## config.mk

```make
export PLATFORM = sky130hd
export DESIGN_NAME = chnl_cfg_top
export DESIGN_NICKNAME = d
export VERILOG_FILES = /design/src/hw/cfg_bus_pkg.sv /design/src/hw/csr_map_pkg.sv /design/src/hw/cfg_addr_decode.sv /design/src/hw/csr_regfile.sv /design/src/hw/cfg_rdata_mux.sv /design/src/hw/hard_rst_ctrl.sv /design/src/hw/chnl_cfg_top.sv
export SDC_FILE = /design/constraint.sdc
export NUM_CORES = 1
export LEC_CHECK = 0
export ABC_CLOCK_PERIOD_IN_PS = 1680
export BUFFER_PORTS_ARGS = -buffer_cell sky130_fd_sc_hd__buf_4
export CORE_MARGIN = 3
export CORE_UTILIZATION = 30
export DETAILED_ROUTE_END_ITERATION = 12
export PLACE_DENSITY_LB_ADDON = 0.12
export REMOVE_ABC_BUFFERS = 1
export SYNTH_ARGS = -nofsm -noshare
export SYNTH_HDL_FRONTEND = slang
export SYNTH_SLANG_ARGS = --single-unit
export TNS_END_PERCENT = 50
```

## constraint.sdc

```tcl
create_clock -name i_cfg_avmm_clk -period 1.68 [get_ports i_cfg_avmm_clk]
set_clock_uncertainty 0.1 [all_clocks]
set_input_delay 0.252 -clock i_cfg_avmm_clk [delete_from_list [all_inputs] [get_ports i_cfg_avmm_clk]]
set_output_delay 0.252 -clock i_cfg_avmm_clk [all_outputs]
set_load 0.02 [all_outputs]
```

## src/hw/cfg_bus_pkg.sv

```systemverilog
/*
  Configuration bus widths and the access region code.
  Shared by the decode, the register file, the read mux and the top level.
*/

`default_nettype none

package cfg_bus_pkg;

  localparam int CFG_ADDR_W = 17;
  localparam int CFG_DATA_W = 32;
  localparam int CFG_BE_W   = CFG_DATA_W / 8;
  localparam int CHNL_ID_W  = 6;

  // Byte address, one word of data and its byte enables
  typedef logic [CFG_ADDR_W-1:0] cfg_addr_t;
  typedef logic [CFG_DATA_W-1:0] cfg_data_t;
  typedef logic [CFG_BE_W-1:0]   cfg_be_t;

  // Channel id carried in the upper address bits
  typedef logic [CHNL_ID_W-1:0]  chnl_id_t;

  // Target that claims an access
  typedef enum logic [1:0] {
    REGION_NONE  = 2'd0,
    REGION_LOCAL = 2'd1,
    REGION_ADPT  = 2'd2
  } cfg_region_e;

endpackage

`default_nettype wire

```

## src/hw/csr_map_pkg.sv

```systemverilog
/*
  Register map of the channel configuration space.
  Address field positions, the control byte type and the
  interface-control word layout.
*/

`default_nettype none

package csr_map_pkg;

  localparam int CSR_BYTE_W = 8;

  // One control byte as seen by the consumer
  typedef logic [CSR_BYTE_W-1:0] csr_byte_t;

  // Word index taken from address bits 9..2
  typedef logic [7:0] word_idx_t;

  //----------------------------------------------------------------------
  // Address fields
  //----------------------------------------------------------------------
  localparam int ADDR_ID_LSB     = 11;
  localparam int ADDR_ID_MSB     = 16;
  // 0 selects the local registers, 1 the adapter
  localparam int ADDR_REGION_BIT = 10;
  localparam int WORD_IDX_LSB    = 2;

  //----------------------------------------------------------------------
  // Interface-control word
  //----------------------------------------------------------------------
  localparam int IFCTL_USR_ACTIVE_BIT = 0;

endpackage

`default_nettype wire

```

## src/hw/cfg_addr_decode.sv

```systemverilog
/*
  Address decode of the configuration bus.
  Matches the channel id, picks the local or adapter region and issues
  the strobes of the chosen target. Purely combinational.
*/

`timescale 1ns/1ps
`default_nettype none

module cfg_addr_decode #(
  parameter int N_CSR_WORDS = 8
) (
  input  wire                      i_cfg_avmm_write,
  input  wire                      i_cfg_avmm_read,
  input  wire cfg_bus_pkg::cfg_addr_t  i_cfg_avmm_addr,
  input  wire cfg_bus_pkg::chnl_id_t   i_cfg_avmm_addr_id,
  input  wire                      i_usr_active,

  output cfg_bus_pkg::cfg_region_e o_region,
  output logic                     o_local_wr,
  output logic                     o_local_rd,
  output csr_map_pkg::word_idx_t   o_word_idx,
  output logic                     o_adpt_wr,
  output logic                     o_adpt_rd
);

  logic id_match;
  logic adpt_sel;
  logic idx_in_range;

  assign id_match = (i_cfg_avmm_addr[csr_map_pkg::ADDR_ID_MSB:csr_map_pkg::ADDR_ID_LSB]
                     == i_cfg_avmm_addr_id);
  assign adpt_sel = i_cfg_avmm_addr[csr_map_pkg::ADDR_REGION_BIT];

  assign o_word_idx = i_cfg_avmm_addr[csr_map_pkg::WORD_IDX_LSB +:
                                      $bits(csr_map_pkg::word_idx_t)];

  // Control words plus the interface-control word
  assign idx_in_range = (o_word_idx <= csr_map_pkg::word_idx_t'(N_CSR_WORDS));

  // Adapter is only reachable once the user side is active
  always_comb begin
    if (!id_match) begin
      o_region = cfg_bus_pkg::REGION_NONE;
    end else if (!adpt_sel) begin
      o_region = cfg_bus_pkg::REGION_LOCAL;
    end else if (i_usr_active) begin
      o_region = cfg_bus_pkg::REGION_ADPT;
    end else begin
      o_region = cfg_bus_pkg::REGION_NONE;
    end
  end

  // Writes above the interface-control word are dropped here
  assign o_local_wr = i_cfg_avmm_write && (o_region == cfg_bus_pkg::REGION_LOCAL)
                      && idx_in_range;
  assign o_local_rd = i_cfg_avmm_read && (o_region == cfg_bus_pkg::REGION_LOCAL);

  assign o_adpt_wr = i_cfg_avmm_write && (o_region == cfg_bus_pkg::REGION_ADPT);
  assign o_adpt_rd = i_cfg_avmm_read && (o_region == cfg_bus_pkg::REGION_ADPT);

endmodule

`default_nettype wire

```

## src/hw/csr_regfile.sv

```systemverilog
/*
  Local channel control registers with byte-enable writes.
  Word N_CSR_WORDS is the interface-control word, higher indices read zero.
  Reads return data and a valid pulse one cycle after the strobe.
*/

`timescale 1ns/1ps
`default_nettype none

module csr_regfile #(
  parameter int N_CSR_WORDS = 8
) (
  input  wire                          i_cfg_avmm_clk,
  input  wire                          i_rst_n,
  input  wire                          i_local_wr,
  input  wire                          i_local_rd,
  input  wire csr_map_pkg::word_idx_t  i_word_idx,
  input  wire cfg_bus_pkg::cfg_data_t  i_wdata,
  input  wire cfg_bus_pkg::cfg_be_t    i_byte_en,

  output cfg_bus_pkg::cfg_data_t                       o_rdata,
  output logic                                         o_rdatavld,
  output csr_map_pkg::csr_byte_t [N_CSR_WORDS*4-1:0]   o_csr_ctrl,
  output logic                                         o_usr_active
);

  localparam int N_BYTES = $bits(cfg_bus_pkg::cfg_be_t);
  localparam int BYTE_W  = $bits(csr_map_pkg::csr_byte_t);

  // Byte w*4+b is byte b of control word w
  csr_map_pkg::csr_byte_t [N_CSR_WORDS*N_BYTES-1:0] ctrl_q;
  cfg_bus_pkg::cfg_data_t                           ifctl_q;
  cfg_bus_pkg::cfg_data_t                           rd_word;
  logic                                             ifctl_sel;

  assign ifctl_sel = (i_word_idx == csr_map_pkg::word_idx_t'(N_CSR_WORDS));

  //----------------------------------------------------------------------
  // Write path
  //----------------------------------------------------------------------
  always_ff @(posedge i_cfg_avmm_clk or negedge i_rst_n) begin
    if (!i_rst_n) begin
      ctrl_q <= '0;
    end else if (i_local_wr) begin
      for (int w = 0; w < N_CSR_WORDS; w++) begin
        for (int b = 0; b < N_BYTES; b++) begin
          if ((i_word_idx == csr_map_pkg::word_idx_t'(w)) && i_byte_en[b]) begin
            ctrl_q[w*N_BYTES+b] <= i_wdata[b*BYTE_W +: BYTE_W];
          end
        end
      end
    end
  end

  always_ff @(posedge i_cfg_avmm_clk or negedge i_rst_n) begin
    if (!i_rst_n) begin
      ifctl_q <= '0;
    end else if (i_local_wr && ifctl_sel) begin
      for (int b = 0; b < N_BYTES; b++) begin
        if (i_byte_en[b]) begin
          ifctl_q[b*BYTE_W +: BYTE_W] <= i_wdata[b*BYTE_W +: BYTE_W];
        end
      end
    end
  end

  //----------------------------------------------------------------------
  // Read path
  //----------------------------------------------------------------------
  always_comb begin
    rd_word = '0;
    for (int w = 0; w < N_CSR_WORDS; w++) begin
      if (i_word_idx == csr_map_pkg::word_idx_t'(w)) begin
        rd_word = ctrl_q[w*N_BYTES +: N_BYTES];
      end
    end
    if (ifctl_sel) begin
      rd_word = ifctl_q;
    end
  end

  // Read data held until the next local read
  always_ff @(posedge i_cfg_avmm_clk or negedge i_rst_n) begin
    if (!i_rst_n) begin
      o_rdata <= '0;
    end else if (i_local_rd) begin
      o_rdata <= rd_word;
    end
  end

  always_ff @(posedge i_cfg_avmm_clk or negedge i_rst_n) begin
    if (!i_rst_n) begin
      o_rdatavld <= 1'b0;
    end else begin
      o_rdatavld <= i_local_rd;
    end
  end

  assign o_csr_ctrl   = ctrl_q;
  assign o_usr_active = ifctl_q[csr_map_pkg::IFCTL_USR_ACTIVE_BIT];

endmodule

`default_nettype wire

```

## src/hw/cfg_rdata_mux.sv

```systemverilog
/*
  Response merge for the configuration bus.
  Combines local and adapter read data, answers unclaimed reads with zero
  one cycle later and forwards adapter wait request.
*/

`timescale 1ns/1ps
`default_nettype none

module cfg_rdata_mux (
  input  wire                            i_cfg_avmm_clk,
  input  wire                            i_rst_n,
  input  wire cfg_bus_pkg::cfg_region_e  i_region,
  input  wire                            i_cfg_avmm_read,

  input  wire cfg_bus_pkg::cfg_data_t    i_local_rdata,
  input  wire                            i_local_rdatavld,

  input  wire cfg_bus_pkg::cfg_data_t    i_adpt_rdata,
  input  wire                            i_adpt_rdatavld,
  input  wire                            i_adpt_waitreq,

  output cfg_bus_pkg::cfg_data_t         o_rdata,
  output logic                           o_rdatavld,
  output logic                           o_waitreq
);

  logic null_rd_q;

  // Unclaimed read still needs a valid pulse
  always_ff @(posedge i_cfg_avmm_clk or negedge i_rst_n) begin
    if (!i_rst_n) begin
      null_rd_q <= 1'b0;
    end else begin
      null_rd_q <= i_cfg_avmm_read && (i_region == cfg_bus_pkg::REGION_NONE);
    end
  end

  assign o_rdatavld = i_local_rdatavld | i_adpt_rdatavld | null_rd_q;

  always_comb begin
    if (i_local_rdatavld) begin
      o_rdata = i_local_rdata;
    end else if (i_adpt_rdatavld) begin
      o_rdata = i_adpt_rdata;
    end else begin
      o_rdata = '0;
    end
  end

  // Local and unclaimed accesses never stall
  assign o_waitreq = (i_region == cfg_bus_pkg::REGION_ADPT) ? i_adpt_waitreq : 1'b0;

endmodule

`default_nettype wire

```

## src/hw/hard_rst_ctrl.sv

```systemverilog
/*
  Hard-reset release for the channel.
  Waits for CSR ready and user mode, then releases o_hard_rst_n through
  a two-flop synchronizer in the configuration clock domain.
*/

`timescale 1ns/1ps
`default_nettype none

module hard_rst_ctrl (
  input  wire   i_cfg_avmm_clk,
  input  wire   i_rst_n,
  input  wire   i_csr_rdy_dly_in,
  input  wire   i_usermode_in,
  output logic  o_hard_rst_n
);

  logic       rst_release;
  logic [1:0] sync_q;

  // Both inputs may come from other domains
  assign rst_release = i_csr_rdy_dly_in & i_usermode_in;

  always_ff @(posedge i_cfg_avmm_clk or negedge i_rst_n) begin
    if (!i_rst_n) begin
      sync_q <= 2'b00;
    end else begin
      sync_q <= {sync_q[0], rst_release};
    end
  end

  assign o_hard_rst_n = sync_q[1];

endmodule

`default_nettype wire

```

## src/hw/chnl_cfg_top.sv

```systemverilog
/*
  Configuration front end of one adapter channel.
  Connects address decode, local register file, read-data mux and the
  hard-reset controller. Adapter accesses share the external bus address
  and data and get only their own strobes.
*/

`timescale 1ns/1ps
`default_nettype none

module chnl_cfg_top #(
  parameter int N_CSR_WORDS = 8
) (
  input  wire                           i_cfg_avmm_clk,
  input  wire                           i_rst_n,

  // Configuration bus slave
  input  wire                           i_cfg_avmm_write,
  input  wire                           i_cfg_avmm_read,
  input  wire cfg_bus_pkg::cfg_addr_t   i_cfg_avmm_addr,
  input  wire cfg_bus_pkg::cfg_data_t   i_cfg_avmm_wdata,
  input  wire cfg_bus_pkg::cfg_be_t     i_cfg_avmm_byte_en,
  input  wire cfg_bus_pkg::chnl_id_t    i_cfg_avmm_addr_id,
  output cfg_bus_pkg::cfg_data_t        o_cfg_avmm_rdata,
  output logic                          o_cfg_avmm_rdatavld,
  output logic                          o_cfg_avmm_waitreq,

  // Adapter target
  output logic                          o_adpt_cfg_write,
  output logic                          o_adpt_cfg_read,
  input  wire cfg_bus_pkg::cfg_data_t   i_adpt_cfg_rdata,
  input  wire                           i_adpt_cfg_rdatavld,
  input  wire                           i_adpt_cfg_waitreq,

  // Hard reset
  input  wire                           i_csr_rdy_dly_in,
  input  wire                           i_usermode_in,

  output csr_map_pkg::csr_byte_t [N_CSR_WORDS*4-1:0] o_csr_ctrl,
  output logic                          o_usr_active,
  output logic                          o_hard_rst_n
);

  cfg_bus_pkg::cfg_region_e region;
  csr_map_pkg::word_idx_t   word_idx;
  cfg_bus_pkg::cfg_data_t   local_rdata;
  logic                     local_wr;
  logic                     local_rd;
  logic                     local_rdatavld;

  //----------------------------------------------------------------------
  // Decode
  //----------------------------------------------------------------------
  cfg_addr_decode #(
    .N_CSR_WORDS (N_CSR_WORDS)
  ) u_addr_decode (
    .i_cfg_avmm_write   (i_cfg_avmm_write),
    .i_cfg_avmm_read    (i_cfg_avmm_read),
    .i_cfg_avmm_addr    (i_cfg_avmm_addr),
    .i_cfg_avmm_addr_id (i_cfg_avmm_addr_id),
    .i_usr_active       (o_usr_active),
    .o_region           (region),
    .o_local_wr         (local_wr),
    .o_local_rd         (local_rd),
    .o_word_idx         (word_idx),
    .o_adpt_wr          (o_adpt_cfg_write),
    .o_adpt_rd          (o_adpt_cfg_read)
  );

  //----------------------------------------------------------------------
  // Local registers
  //----------------------------------------------------------------------
  csr_regfile #(
    .N_CSR_WORDS (N_CSR_WORDS)
  ) u_csr_regfile (
    .i_cfg_avmm_clk (i_cfg_avmm_clk),
    .i_rst_n        (i_rst_n),
    .i_local_wr     (local_wr),
    .i_local_rd     (local_rd),
    .i_word_idx     (word_idx),
    .i_wdata        (i_cfg_avmm_wdata),
    .i_byte_en      (i_cfg_avmm_byte_en),
    .o_rdata        (local_rdata),
    .o_rdatavld     (local_rdatavld),
    .o_csr_ctrl     (o_csr_ctrl),
    .o_usr_active   (o_usr_active)
  );

  //----------------------------------------------------------------------
  // Response merge
  //----------------------------------------------------------------------
  cfg_rdata_mux u_rdata_mux (
    .i_cfg_avmm_clk   (i_cfg_avmm_clk),
    .i_rst_n          (i_rst_n),
    .i_region         (region),
    .i_cfg_avmm_read  (i_cfg_avmm_read),
    .i_local_rdata    (local_rdata),
    .i_local_rdatavld (local_rdatavld),
    .i_adpt_rdata     (i_adpt_cfg_rdata),
    .i_adpt_rdatavld  (i_adpt_cfg_rdatavld),
    .i_adpt_waitreq   (i_adpt_cfg_waitreq),
    .o_rdata          (o_cfg_avmm_rdata),
    .o_rdatavld       (o_cfg_avmm_rdatavld),
    .o_waitreq        (o_cfg_avmm_waitreq)
  );

  // Hard reset release
  hard_rst_ctrl u_hard_rst_ctrl (
    .i_cfg_avmm_clk   (i_cfg_avmm_clk),
    .i_rst_n          (i_rst_n),
    .i_csr_rdy_dly_in (i_csr_rdy_dly_in),
    .i_usermode_in    (i_usermode_in),
    .o_hard_rst_n     (o_hard_rst_n)
  );

endmodule

`default_nettype wire

```

-- Word-level counts from Yosys, hierarchy flattened
Cells that the tools add are included.
- flip-flop bits (word level): 324
- word-level logic and storage cells: 147
- output and inout port bits: 294
- multiplexer cells: 15
- reduce and logical (&&, ||, !) cells: 77
- equal/unequal tests: 11
- bitwise logic cells: 3
- magnitude comparators: 1
- operators by type and width (operator ; count):
    $mux 32 ; 11
    $reduce_and 2->1 ; 36
    $logic_and 1x1->1 ; 39
    $eq 8x3->1 const B ; 4
    $eq 8x2->1 const B ; 2
    $eq 8x1->1 const B ; 1
    $eq 8x4->1 const B ; 1
    $le 8x4->1 const B ; 1
    $logic_not 8->1 ; 1
    $eq 6x6->1 ; 1
    $mux 2 ; 3
    $eq 2x1->1 const B ; 1
    $eq 2x2->1 const B ; 1
    $logic_not 2->1 ; 1
    $or 1x1->1 ; 2
    $and 1x1->1 ; 1
    $mux 1 ; 1

-- Logic depth before layout (Yosys ltp)
Gate-level depths: netlist (run 1).
- depth after elaboration: 10
- mapped depth: 8
- gate-level depth less buffers: 6

-- Hierarchy
From an unflattened synthesis (run 1), not the netlist that was laid out.
- cells, all modules: 1189
- area total of the unflattened synthesis: 15061.9 um2
- by module, submodules not included (module ; cells an instance ; sequential area each (um2) ; area each (um2) ; times used):
    csr_regfile ; 1111 ; 8032.7 ; 14396.3 ; 1
    cfg_rdata_mux ; 47 ; 25.0 ; 404.1 ; 1
    cfg_addr_decode ; 28 ; 0.0 ; 205.2 ; 1
    hard_rst_ctrl ; 3 ; 50.0 ; 56.3 ; 1

-- Worst setup path after synthesis (run 1)
Ideal clock, no wire load.
- path kind: input to register
- start: input port i_cfg_avmm_addr_id[3]
- end: register u_csr_regfile.ctrl_q, in the netlist u_csr_regfile.o_csr_ctrl[128]
- data arrival time: 2109 ps
- stages: 6
- data required time: 1455 ps
- setup slack: -653 ps
- path through: xor2_1 nor4_4 nand3_4 buf_2 nor3_2 mux2_2
- word-level cells in the longest chain between the ends: 6
- RTL lines (element ; RTL line ; text):
    start: declaration ; chnl_cfg_top.sv:23 ; input wire cfg_bus_pkg::chnl_id_t i_cfg_avmm_addr_id,
    $eq 6x6->1 ; cfg_addr_decode.sv:32 ; == i_cfg_avmm_addr_id);
    $mux 2 ; cfg_addr_decode.sv:43 ; if (!id_match) begin
    $eq 2x1->1 ; cfg_addr_decode.sv:55 ; assign o_local_wr = i_cfg_avmm_write && (o_region == cfg_bus_pkg::REGION_LOCAL)
    $logic_and 1x1->1 ; cfg_addr_decode.sv:55 ;
    $logic_and 1x1->1 ; cfg_addr_decode.sv:56 ; && idx_in_range;
    $reduce_and 2->1 (no line) ; - ;
    end signal: indexed assignment ; csr_regfile.sv:48 ; ctrl_q[w*N_BYTES+b] <= i_wdata[b*BYTE_W +: BYTE_W];
    end: declaration ; csr_regfile.sv:31 ; csr_map_pkg::csr_byte_t [N_CSR_WORDS*N_BYTES-1:0] ctrl_q;
Every way passes these cells.
A chain may end at the register's enable or synchronous reset.

-- Worst setup path in the final report (run 1)
- start: input port i_cfg_avmm_addr[12]
- end: output port o_adpt_cfg_read
- word-level cells in the longest chain between the ends: 4
- RTL lines (element ; RTL line ; text):
    start: declaration ; chnl_cfg_top.sv:20 ; input wire cfg_bus_pkg::cfg_addr_t i_cfg_avmm_addr,
    $eq 6x6->1 ; cfg_addr_decode.sv:32 ;
    $mux 2 ; cfg_addr_decode.sv:43 ;
    $eq 2x2->1 ; cfg_addr_decode.sv:60 ; assign o_adpt_rd = i_cfg_avmm_read && (o_region == cfg_bus_pkg::REGION_ADPT);
    $logic_and 1x1->1 ; cfg_addr_decode.sv:60 ;
    end: declaration ; chnl_cfg_top.sv:30 ; output logic o_adpt_cfg_read,
Every way passes these cells.

==> metrics.txt, run 1 <==
post-synthesis compound-gate area fraction=8.54%; critical path arrival=1.74 ns; status=complete, but fails checks; share of layout cells above drive strength 1=59.2%; count of unique library cells instantiated by Yosys=44; Final Hold Viols=0; initial antenna violation count=2; Leak=11.6 nW; largest family of logic cells by synthesized area=multiplexers; cell count after synthesis=1107; Overflow after GRT=0; Top Ports=393; ANT nets after route=0; Post-Synth Simple-Gate Area=8.89%; P&R area growth vs syn=52.0%; sequential-to-total area share from yosys stat=52.9%; max-cap viol count=0; Post-Synth XOR/XNOR Area=0.343%; Power Dens Cells=787 mW/mm²; I/O Buffers=390; most area-consuming cells after synthesis=dfrtp_1, mux2_2, mux4_2, a22o_1, nor3_4; diode count=0; DRC=0; final wirelength=60200 µm; CTS buffer count=39; CP Launch Type=input pin; die width=232 µm; worst hold path type=in2async; Clock Latency Late Sink=0.55 ns; largest area contributor in the netlist=dfrtp_1; H-tree depth=2; unrepaired setup endpoints after global routing=yes; Post-synth EDFFs=0; worst hold margin=0.0505 ns; clock transition at the registers of the reported paths=0.06 ns; post-synthesis mux area share=27.7%; Total Routing Usage GR=22.0%; Bufs on Longest Clock Path=3; Initial DRC Count=754; CTS tree=built; Post-Syn Area=0.0153 mm²; DIE HEIGHT=232 µm; Slew @ Worst Pin=0.583 ns; setup slack after layout=-0.411 ns; Slew HR=61.1%; first-pass GRT wire length=87200 µm; failing checks=setup timing; Final min period=2.09 ns; Peak Freq=0.478 GHz; kind of critical path=in2out; Adder-Cell Fraction of Synth Area=0%; Core ar.=0.0503 mm²; Yosys reg bits=324; Yosys top cell area share=52.9%; final net count=1787; via/cell ratio=5.12; wire per inst=25.3 µm; Detail Placement HPWL=42600 µm; Root Buffer=clkbuf_16; peak supply drop=0.558 mV; Post-synth top flop=dfrtp_1; Post-synth top cells=dfrtp_1, mux2_2, a22o_1; Mapped Avg Cell Area=13.8 µm²; Sink Count=324; Ys Warns=0; Crit. End Element=output port; Max Transition Viols Final=0; Overall Power=18.3 mW; count leader, synth=dfrtp_1; vias in the first global route=12600; Rows=82; required time worst endpoint=1.33 ns; die area=0.0538 mm²; Post-synth ARST share=100%; Final Cycle Share=124%; Crit Path Max Fanout=3; final setup vio count=331; Initial Util=30.5%; vias=12200; Pre-Repair DR Iteration Count=5; largest net degree at the start of global routing=69; gpl congestion=0.769
[power by group]
part	internal, mW	switching, mW
clock network	5.30	3.32
registers	7.99	0.184
logic	0.706	0.820
[per-stage QoR]
stage               util (%)  instance area, µm²  TNS [ns]  instances  setup slack, ns
global placement        41.4               20800   -243.80       2269           -0.834
CTS                     45.9               23100    -83.09       2381           -0.472
floorplan                  -               15100   -577.04       1045            -2.11
finish                  46.3               23300    -67.05       2385           -0.411
global route            46.3               23300    -84.73       2385           -0.489
detailed placement      41.4               20800   -246.89       2269           -0.840
[cells by family (layout without fill, tap and decap cells)]
logic type / Yosys count / in the layout
buffers and inverters: 64 / 669
and+or+nand+nor: 183 / 184
xor gates and xnor gates: 6 / 6
DFF: 324 / 324
muxes: 350 / 350
AOI/OAI and AO/OA: 180 / 180
[registers in the layout, indices dropped and copies added (netlist names)]
name	count
u_csr_regfile.ifctl_q	32
u_csr_regfile.o_csr_ctrl	256
u_csr_regfile.o_rdatavld	1
u_rdata_mux.null_rd_q	1
u_csr_regfile.o_rdata	32
u_hard_rst_ctrl.sync_q	2
[worst paths after layout]
check,from,end,slack [ns],cells past startpoint
hold / removal,i_rst_n,u_csr_regfile.o_csr_ctrl[64],0.05,2
hold reg to reg,u_hard_rst_ctrl.sync_q[0],u_hard_rst_ctrl.sync_q[1],0.25,0
max in group asynchronous,i_rst_n,u_csr_regfile.o_csr_ctrl[120],0.73,4
setup / recovery,i_cfg_avmm_addr[12],o_adpt_cfg_read,-0.41,10
setup reg to reg,u_csr_regfile.o_csr_ctrl[111],u_csr_regfile.o_rdata[15],0.13,4
min in group i_cfg_avmm_clk,i_cfg_avmm_addr[10],u_rdata_mux.null_rd_q,0.14,4
[worst max-delay path, stage by stage]
cell	delay [ns]
buf_6	0.10
xor2_2	0.17
nor4_4	0.32
buf_4	0.18
nand2_4	0.06
buf_12	0.13
buf_8	0.11
nor2_4	0.13
and2_4	0.16
buf_6	0.11
[timing repair]
item	in CTS	in global routing
setup endpoints to repair	355	356
setup buffers	7	6
endpoints found under the hold margin	579	0
resized for setup	110	52
pin swaps	24	18
gates cloned	3	1
hold buffers	36	0
[cells in the final DEF, fill, tap and decap left out, types with 31 or more instances in the layout]
master,netlist,final
dlygate4sd3_1,0,36
buf_12,0,62
nor3_1,39,39
clkbuf_16,0,41
a22o_1,66,65
buf_4,0,443
dfrtp_1,324,323
o22ai_1,32,32
mux2_4,0,56
mux2_2,288,233
buf_6,0,54
nand2_1,35,31
[metal layers]
metal	global-route usage [%]	vias to the layer above	part of all wire [%]
met5	0	-	0.051
met4	4.11	4	1.6
met3	4.72	62	5.4
met2	36.2	355	48
met1	30.2	6377	45
li1	-	5416	-
[final cells by class]
| class | instances | area [µm²] |
|---|---|---|
| Clock buffer | 53 | 1130 |
| Clock inverter | 13 | 170 |
| Fill cell | 4677 | 27000 |
| Inverter | 2 | 10.0 |
| Multi-Input combinational cell | 720 | 7390 |
| Sequential cell | 324 | 8110 |
| Tap cell | 672 | 841 |
| Timing Repair Buffer | 601 | 5650 |
Power figures use the tool's default switching activity.
==> inputs of run 2 (changes only) <==
Settings changed: SYNTH_HIERARCHICAL from default to 1.
==> metrics.txt, run 2 <==
Leak=11.6 nW (-0.16%); Clk network pwr share=47.4% (+0.3 points); GR Util met2=39.9% (+3.7 points); Slew HR=66.5% (+5.4 points); max-cap viol count=0 (unchanged); Initial Util=30.6% (+0.092 points); setup TNS=-28.85 ns (+38.19 ns); DIE HEIGHT=230 µm (-0.84%); count leader, synth=dfrtp_1; largest area contributor in the netlist=dfrtp_1; initial antenna violation count=3 (+1); count of unique library cells instantiated by Yosys=51 (+16%); Initial DRC Count=920 (+22%); worst hold path type=in2async; Max Transition Viols Final=0 (unchanged); final setup vio count=328 (-0.91%); CTS buffer count=39 (unchanged); largest net degree at the start of global routing=69 (unchanged); die area=0.0529 mm² (-1.7%); Net Sw Power=4.43 mW (+2.5%); CTS tree=built; Multi-input gate area=0.00775 mm² (+4.9%); Yosys reg bits=324 (unchanged); busiest grt layer=met2; CP Cell Sequence=nor2b_4 > buf_6 > a22o_1 > buf_4; wire per inst=27.1 µm (+7.3%); unrepaired setup endpoints after global routing=yes; switch share=24.0% (+0.46 points); CP max stage delay=0.45 ns (+0.13 ns); Slowest-stage cell, CP=dfrtp_2; Yosys top cell area share=53.8% (+0.93 points); max reg flops=256 (unchanged); Post-Syn Area=0.0151 mm² (-1.7%); worst hold margin=0.0731 ns (+0.0226 ns); via/cell ratio=5.27 (+3.0%); first-pass GRT wire length=94900 µm (+8.8%); Sink Count=324 (unchanged); failing checks=setup timing; Slew @ Worst Pin=0.502 ns (-0.0809 ns); Total Routing Usage GR=24.2% (+2.2 points); most frequent cells in the layout=buf_4, dfrtp_1, mux2_2; Post-synth EDFFs=0 (unchanged); peak supply drop=0.565 mV (+1.3%); Final Hold Viols=0 (unchanged); Post-synth ARST share=100% (unchanged); critical path arrival=1.68 ns (-0.06 ns); die width=230 µm (-0.84%); most area-consuming cells after synthesis=dfrtp_1, mux2_2, mux2i_1, o22ai_1, a22o_1; most common library cell in the layout ignoring fill and taps=buf_4; Top Ports=393 (unchanged); vias=13000 (+6.6%); cell count after synthesis=1189 (+7.4%); Overall Power=18.4 mW (+0.59%); Crit. End Element=output port; setup slack after layout=-0.355 ns (+0.0561 ns); register area=0.00811 mm² (unchanged); Overflow after GRT=0 (unchanged); clock transition at the registers of the reported paths=0.06 ns (about the same); Peak Freq=0.491 GHz (+2.8%); Final min period=2.04 ns (-0.0561 ns); final cell utilization of the core=48.1% (+1.8 points); Post-synth top cells=dfrtp_1, mux2_2, nand2_1; Final Cycle Share=121% (-3.3 points); gpl congestion=0.808 (+5.1%); Post-synth top flop=dfrtp_1; met1 usage=33.3% (+3.1 points); sequential share of power=44.2% (-0.4 points); Power Dens Cells=778 mW/mm² (-1.1%); FILL cells=4551 (-2.7%); met3 usage=4.05% (-0.67 points); vias in the first global route=13400 (+6.5%); H-tree depth=2 (unchanged); Rows=81 (-1.2%); Detail Placement HPWL=45500 µm (+6.8%); Mapped Avg Cell Area=12.7 µm² (-8.5%); Post-DP Area=0.0200 mm² (-3.8%); dpl cells=2331 (+2.7%); Crit Path Max Fanout=12 (+9); required time worst endpoint=1.33 ns (about the same); Core ar.=0.0493 mm² (-2.0%); final wirelength=66900 µm (+11%); Root Buffer=clkbuf_16; Ys Warns=6 (+6); Final Instance Area=0.0237 mm² (+1.8%); DRC=0 (unchanged); Comb pwr share=8.4% (about the same); P&R area growth vs syn=57.4%; sequential-to-total area share from yosys stat=53.8% (+0.93 points); Finished Layout Cells=2468 (+3.5%); kind of critical path=reg2out; P_int=14.0 mW (about the same); Bufs on Longest Clock Path=3 (unchanged); Pre-Repair DR Iteration Count=5 (unchanged); I/O Buffers=390 (unchanged); CP Launch Type=register; ANT nets after route=0 (unchanged); worst slack at placement=-0.991 ns (-0.151 ns); Clock Latency Late Sink=0.55 ns (about the same); final net count=1872 (+4.8%); share of layout cells above drive strength 1=59.3% (+0.073 points); status=complete, but fails checks
## run 2: cell type report
cell class / instances / share of cell area, %
Tap cell: 664 / 3.50
Antenna cell: 2 / 0.0211
Timing Repair Buffer: 617 / 23.9
Sequential cell: 324 / 34.2
Clock inverter: 6 / 0.354
Multi-Input combinational cell: 784 / 32.7
Clock buffer: 64 / 5.24
Inverter: 7 / 0.121
## run 2: metal layers
metal  routed length (µm)  share of wire [%]
met4                 1330                2.0
met1                29400                 44
met2                32300                 48
met3                 3830                5.7
met5                   13              0.019
## run 2: power by group through the flow
stage,clock [mW],combinational (mW),sequential [mW]
floorplan,0,0.432,8.18
global placement,0,1.32,8.28
detailed placement,0,1.34,8.29
CTS,8.95,1.52,8.15
global route,9.22,1.67,8.15
finish,8.73,1.55,8.15
## run 2: timing repair
item,in CTS,in global routing
cloned,3,2
gates resized for setup,206,165
hold endpoints to repair,614,0
pin swaps,43,37
setup endpoints to repair,356,356
hold buffers,36,0
setup buffers,20,6
## run 2: cell families after synthesis
| kind of cell | count (synthesis) | share of synthesized area [%] |
|---|---|---|
| muxes | 341 | 25.2 |
| DFF | 324 | 53.8 |
| AOI/OAI and AO/OA | 250 | 11.6 |
| and+or+nand+nor | 186 | 6.47 |
| buffers and inverters | 82 | 2.59 |
| xor gates and xnor gates | 6 | 0.349 |
## run 2: path summary, 6_finish.rpt
kind / start / end / slack [ns] / cells past startpoint
max reg2reg: u_csr_regfile/o_csr_ctrl[48] / u_csr_regfile/o_rdata[16] / 0.15 / 6
min reg2reg: u_hard_rst_ctrl/sync_q[0] / u_hard_rst_ctrl/sync_q[1] / 0.25 / 0
max: u_csr_regfile/o_rdatavld / o_cfg_avmm_rdata[3] / -0.36 / 4
max in group asynchronous: i_rst_n / u_csr_regfile/o_csr_ctrl[61] / 0.70 / 3
min in group i_cfg_avmm_clk: i_cfg_avmm_addr[10] / u_csr_regfile/o_rdatavld / 0.07 / 3
min: i_rst_n / u_csr_regfile/o_csr_ctrl[34] / 0.07 / 2
## run 2: critical path, delay by kind of cell (launching register included)
kind,cells,cell delay [ns]
buffers and inverters,2,0.35
AO/OA/AOI/OAI,1,0.16
AND/OR/NAND/NOR,1,0.17
flip-flops,1,0.45
==> inputs of run 3 (changes only) <==
Settings changed: BUFFER_PORTS_ARGS -buffer_cell sky130_fd_sc_hd__buf_4 to -buffer_cell sky130_fd_sc_hd__buf_2, CAP_MARGIN from default to 20.
==> metrics.txt, run 3 (synthesis results as in run 2) <==
Final Instance Area=0.0232 mm² (-2.2%); final wirelength=66100 µm (-1.2%); Initial DRC Count=912 (-0.87%); DRC=0 (unchanged); final cell utilization of the core=47.1% (-1.1 points); Total Routing Usage GR=23.5% (-0.64 points); required time worst endpoint=1.33 ns (about the same); register area=0.00811 mm² (unchanged); switch share=24.2% (+0.17 points); Final Hold Viols=0 (unchanged); final net count=1889 (+0.91%); max reg flops=256 (unchanged); initial antenna violation count=4 (+1); Net Sw Power=4.40 mW (-0.69%); P_int=13.8 mW (-1.6%); vias=12900 (-0.60%); Post-DP Area=0.0193 mm² (-3.6%); gpl congestion=0.783 (-3.1%); CP Launch Type=register; setup slack after layout=-0.363 ns (-0.00805 ns); DIE HEIGHT=230 µm (unchanged); vias in the first global route=13400 (+0.045%); Slowest-stage cell, CP=dfrtp_2; CP Cell Sequence=nor2b_4 > buf_12 > a22o_1 > buf_6; Sink Count=324 (unchanged); Bufs on Longest Clock Path=3 (unchanged); FILL cells=4555 (+0.088%); Clock Latency Late Sink=0.54 ns (about the same); die area=0.0529 mm² (unchanged); Crit. End Element=output port; share of layout cells above drive strength 1=60.1% (+0.85 points); unrepaired setup endpoints after global routing=yes; most frequent cells in the layout=buf_2, dfrtp_1, mux2_2; Pre-Repair DR Iteration Count=4 (-1); first-pass GRT wire length=92700 µm (-2.3%); peak supply drop=0.652 mV (+15%); critical path arrival=1.69 ns (about the same); r2r worst-path depth=5 (-1); Multi-input gate area=0.00796 mm² (+2.7%); H-tree depth=2 (unchanged); final setup vio count=354 (+7.9%); hold depth=3; Root Buffer=clkbuf_16; Slew @ Worst Pin=0.540 ns (+0.0377 ns); CP Buf/Inv Count=2 (unchanged); failing checks=setup timing; Clk network pwr share=46.7% (-0.7 points); Critical Path Stages=4 (unchanged); P&R area growth vs syn=54.0%; die width=230 µm (unchanged); CTS tree=built; wire per inst=26.6 µm (-1.9%); Rows=81 (unchanged); worst hold margin=0.0439 ns (-0.0292 ns); Crit Path Max Fanout=16 (+4); clock transition at the registers of the reported paths=0.06 ns (about the same); CP max stage delay=0.46 ns (about the same); Crit path max-delay family=flip-flops; Max Transition Viols Final=0 (unchanged); Finished Layout Cells=2485 (+0.69%); Peak Freq=0.489 GHz (-0.39%); Final min period=2.04 ns (+0.00805 ns); worst hold path type=in2reg; kind of critical path=reg2out; Overflow after GRT=0 (unchanged); Final Cycle Share=122% (+0.48 points); largest net degree at the start of global routing=64 (-7.2%); CTS buffer count=40 (+2.6%); status=complete, but fails checks; Initial Util=30.6% (unchanged); Top Ports=393 (unchanged); I/O Buffers=390 (unchanged); max-cap viol count=0 (unchanged); Detail Placement HPWL=46000 µm (+1.3%); dpl cells=2355 (+1.0%); most common library cell in the layout ignoring fill and taps=buf_2; Power Dens Cells=784 mW/mm² (+0.82%); via/cell ratio=5.21 (-1.3%); Slew HR=64.0% (-2.5 points); Comb pwr share=8.5% (about the same); Core ar.=0.0493 mm² (unchanged); Leak=11.6 nW (+0.15%); sequential share of power=44.8% (+0.6 points); ANT nets after route=0 (unchanged)
[run 3: cell types whose count changed in the layout (fill, tap and decap cells not counted), moves of 6 or more]
cell and change:
nand2_8 +6, buf_2 +345, a221oi_2 +6, buf_4 -343, a221oi_1 -6, o22ai_4 +6, buf_6 +13, o221ai_2 +15
o221ai_1 -14
[run 3: worst min-delay path: stages]
cell	delay (ns)
buf_2	0.12
nor4_4	0.06
buf_12	0.18
[run 3: power by group through the flow]
stage / Clock [mW] / Sequential, mW / Combinational (mW)
after detailed placement: 0 / 8.28 / 1.30
after global placement: 0 / 8.28 / 1.28
after CTS: 8.72 / 8.14 / 1.46
after global routing: 9.02 / 8.15 / 1.67
final: 8.49 / 8.15 / 1.54
after floorplan: 0 / 8.18 / 0.432
[run 3: path summary, 6_finish.rpt]
| check | from | endpoint | slack [ns] |
|---|---|---|---|
| min | i_cfg_avmm_addr[10] | u_csr_regfile/o_rdatavld | 0.04 |
| max | u_csr_regfile/o_rdatavld | o_cfg_avmm_rdata[26] | -0.36 |
| max in group asynchronous | i_rst_n | u_csr_regfile/o_csr_ctrl[28] | 0.68 |
| min reg2reg | u_hard_rst_ctrl/sync_q[0] | u_hard_rst_ctrl/sync_q[1] | 0.25 |
| min in group asynchronous | i_rst_n | u_csr_regfile/o_csr_ctrl[34] | 0.06 |
| max reg2reg | u_csr_regfile/o_csr_ctrl[176] | u_csr_regfile/o_rdata[16] | 0.15 |
[run 3: what timing repair did]
item	4_1_cts	5_1_grt
hold buffers	36	0
pin swaps	24	67
resized for setup	178	256
gates cloned	0	4
endpoints found under the setup margin	356	356
buffers inserted	8	12
hold endpoints to repair	523	0
[run 3: final cells by class]
cell class,count,area share (%)
repair buffers,633,21.5
diodes,3,0.0324
flip-flops and latches,324,35.0
clock buffers,64,5.14
clock inverters,6,0.356
multi-input cells,784,34.3
inverters,7,0.113
well taps,664,3.58
[run 3: routing by layer]
| layer | GRT usage [%] | part of all wire (%) |
|---|---|---|
| met5 | 0 | 0.020 |
| met4 | 6.20 | 2.3 |
| met3 | 4.36 | 5.6 |
| met2 | 38.4 | 48 |
| met1 | 32.2 | 45 |
[run 3: per-stage QoR]
step | setup TNS, ns | worst slack, ns | power [mW]
3_5_place_dp | -317.00 | -1.13 | 9.58
2_1_floorplan | -397.43 | -3.40 | 8.62
5_1_grt | -71.22 | -0.438 | 18.8
4_1_cts | -71.29 | -0.413 | 18.3
6_report | -54.08 | -0.363 | 18.2
3_3_place_gp | -300.44 | -1.06 | 9.56
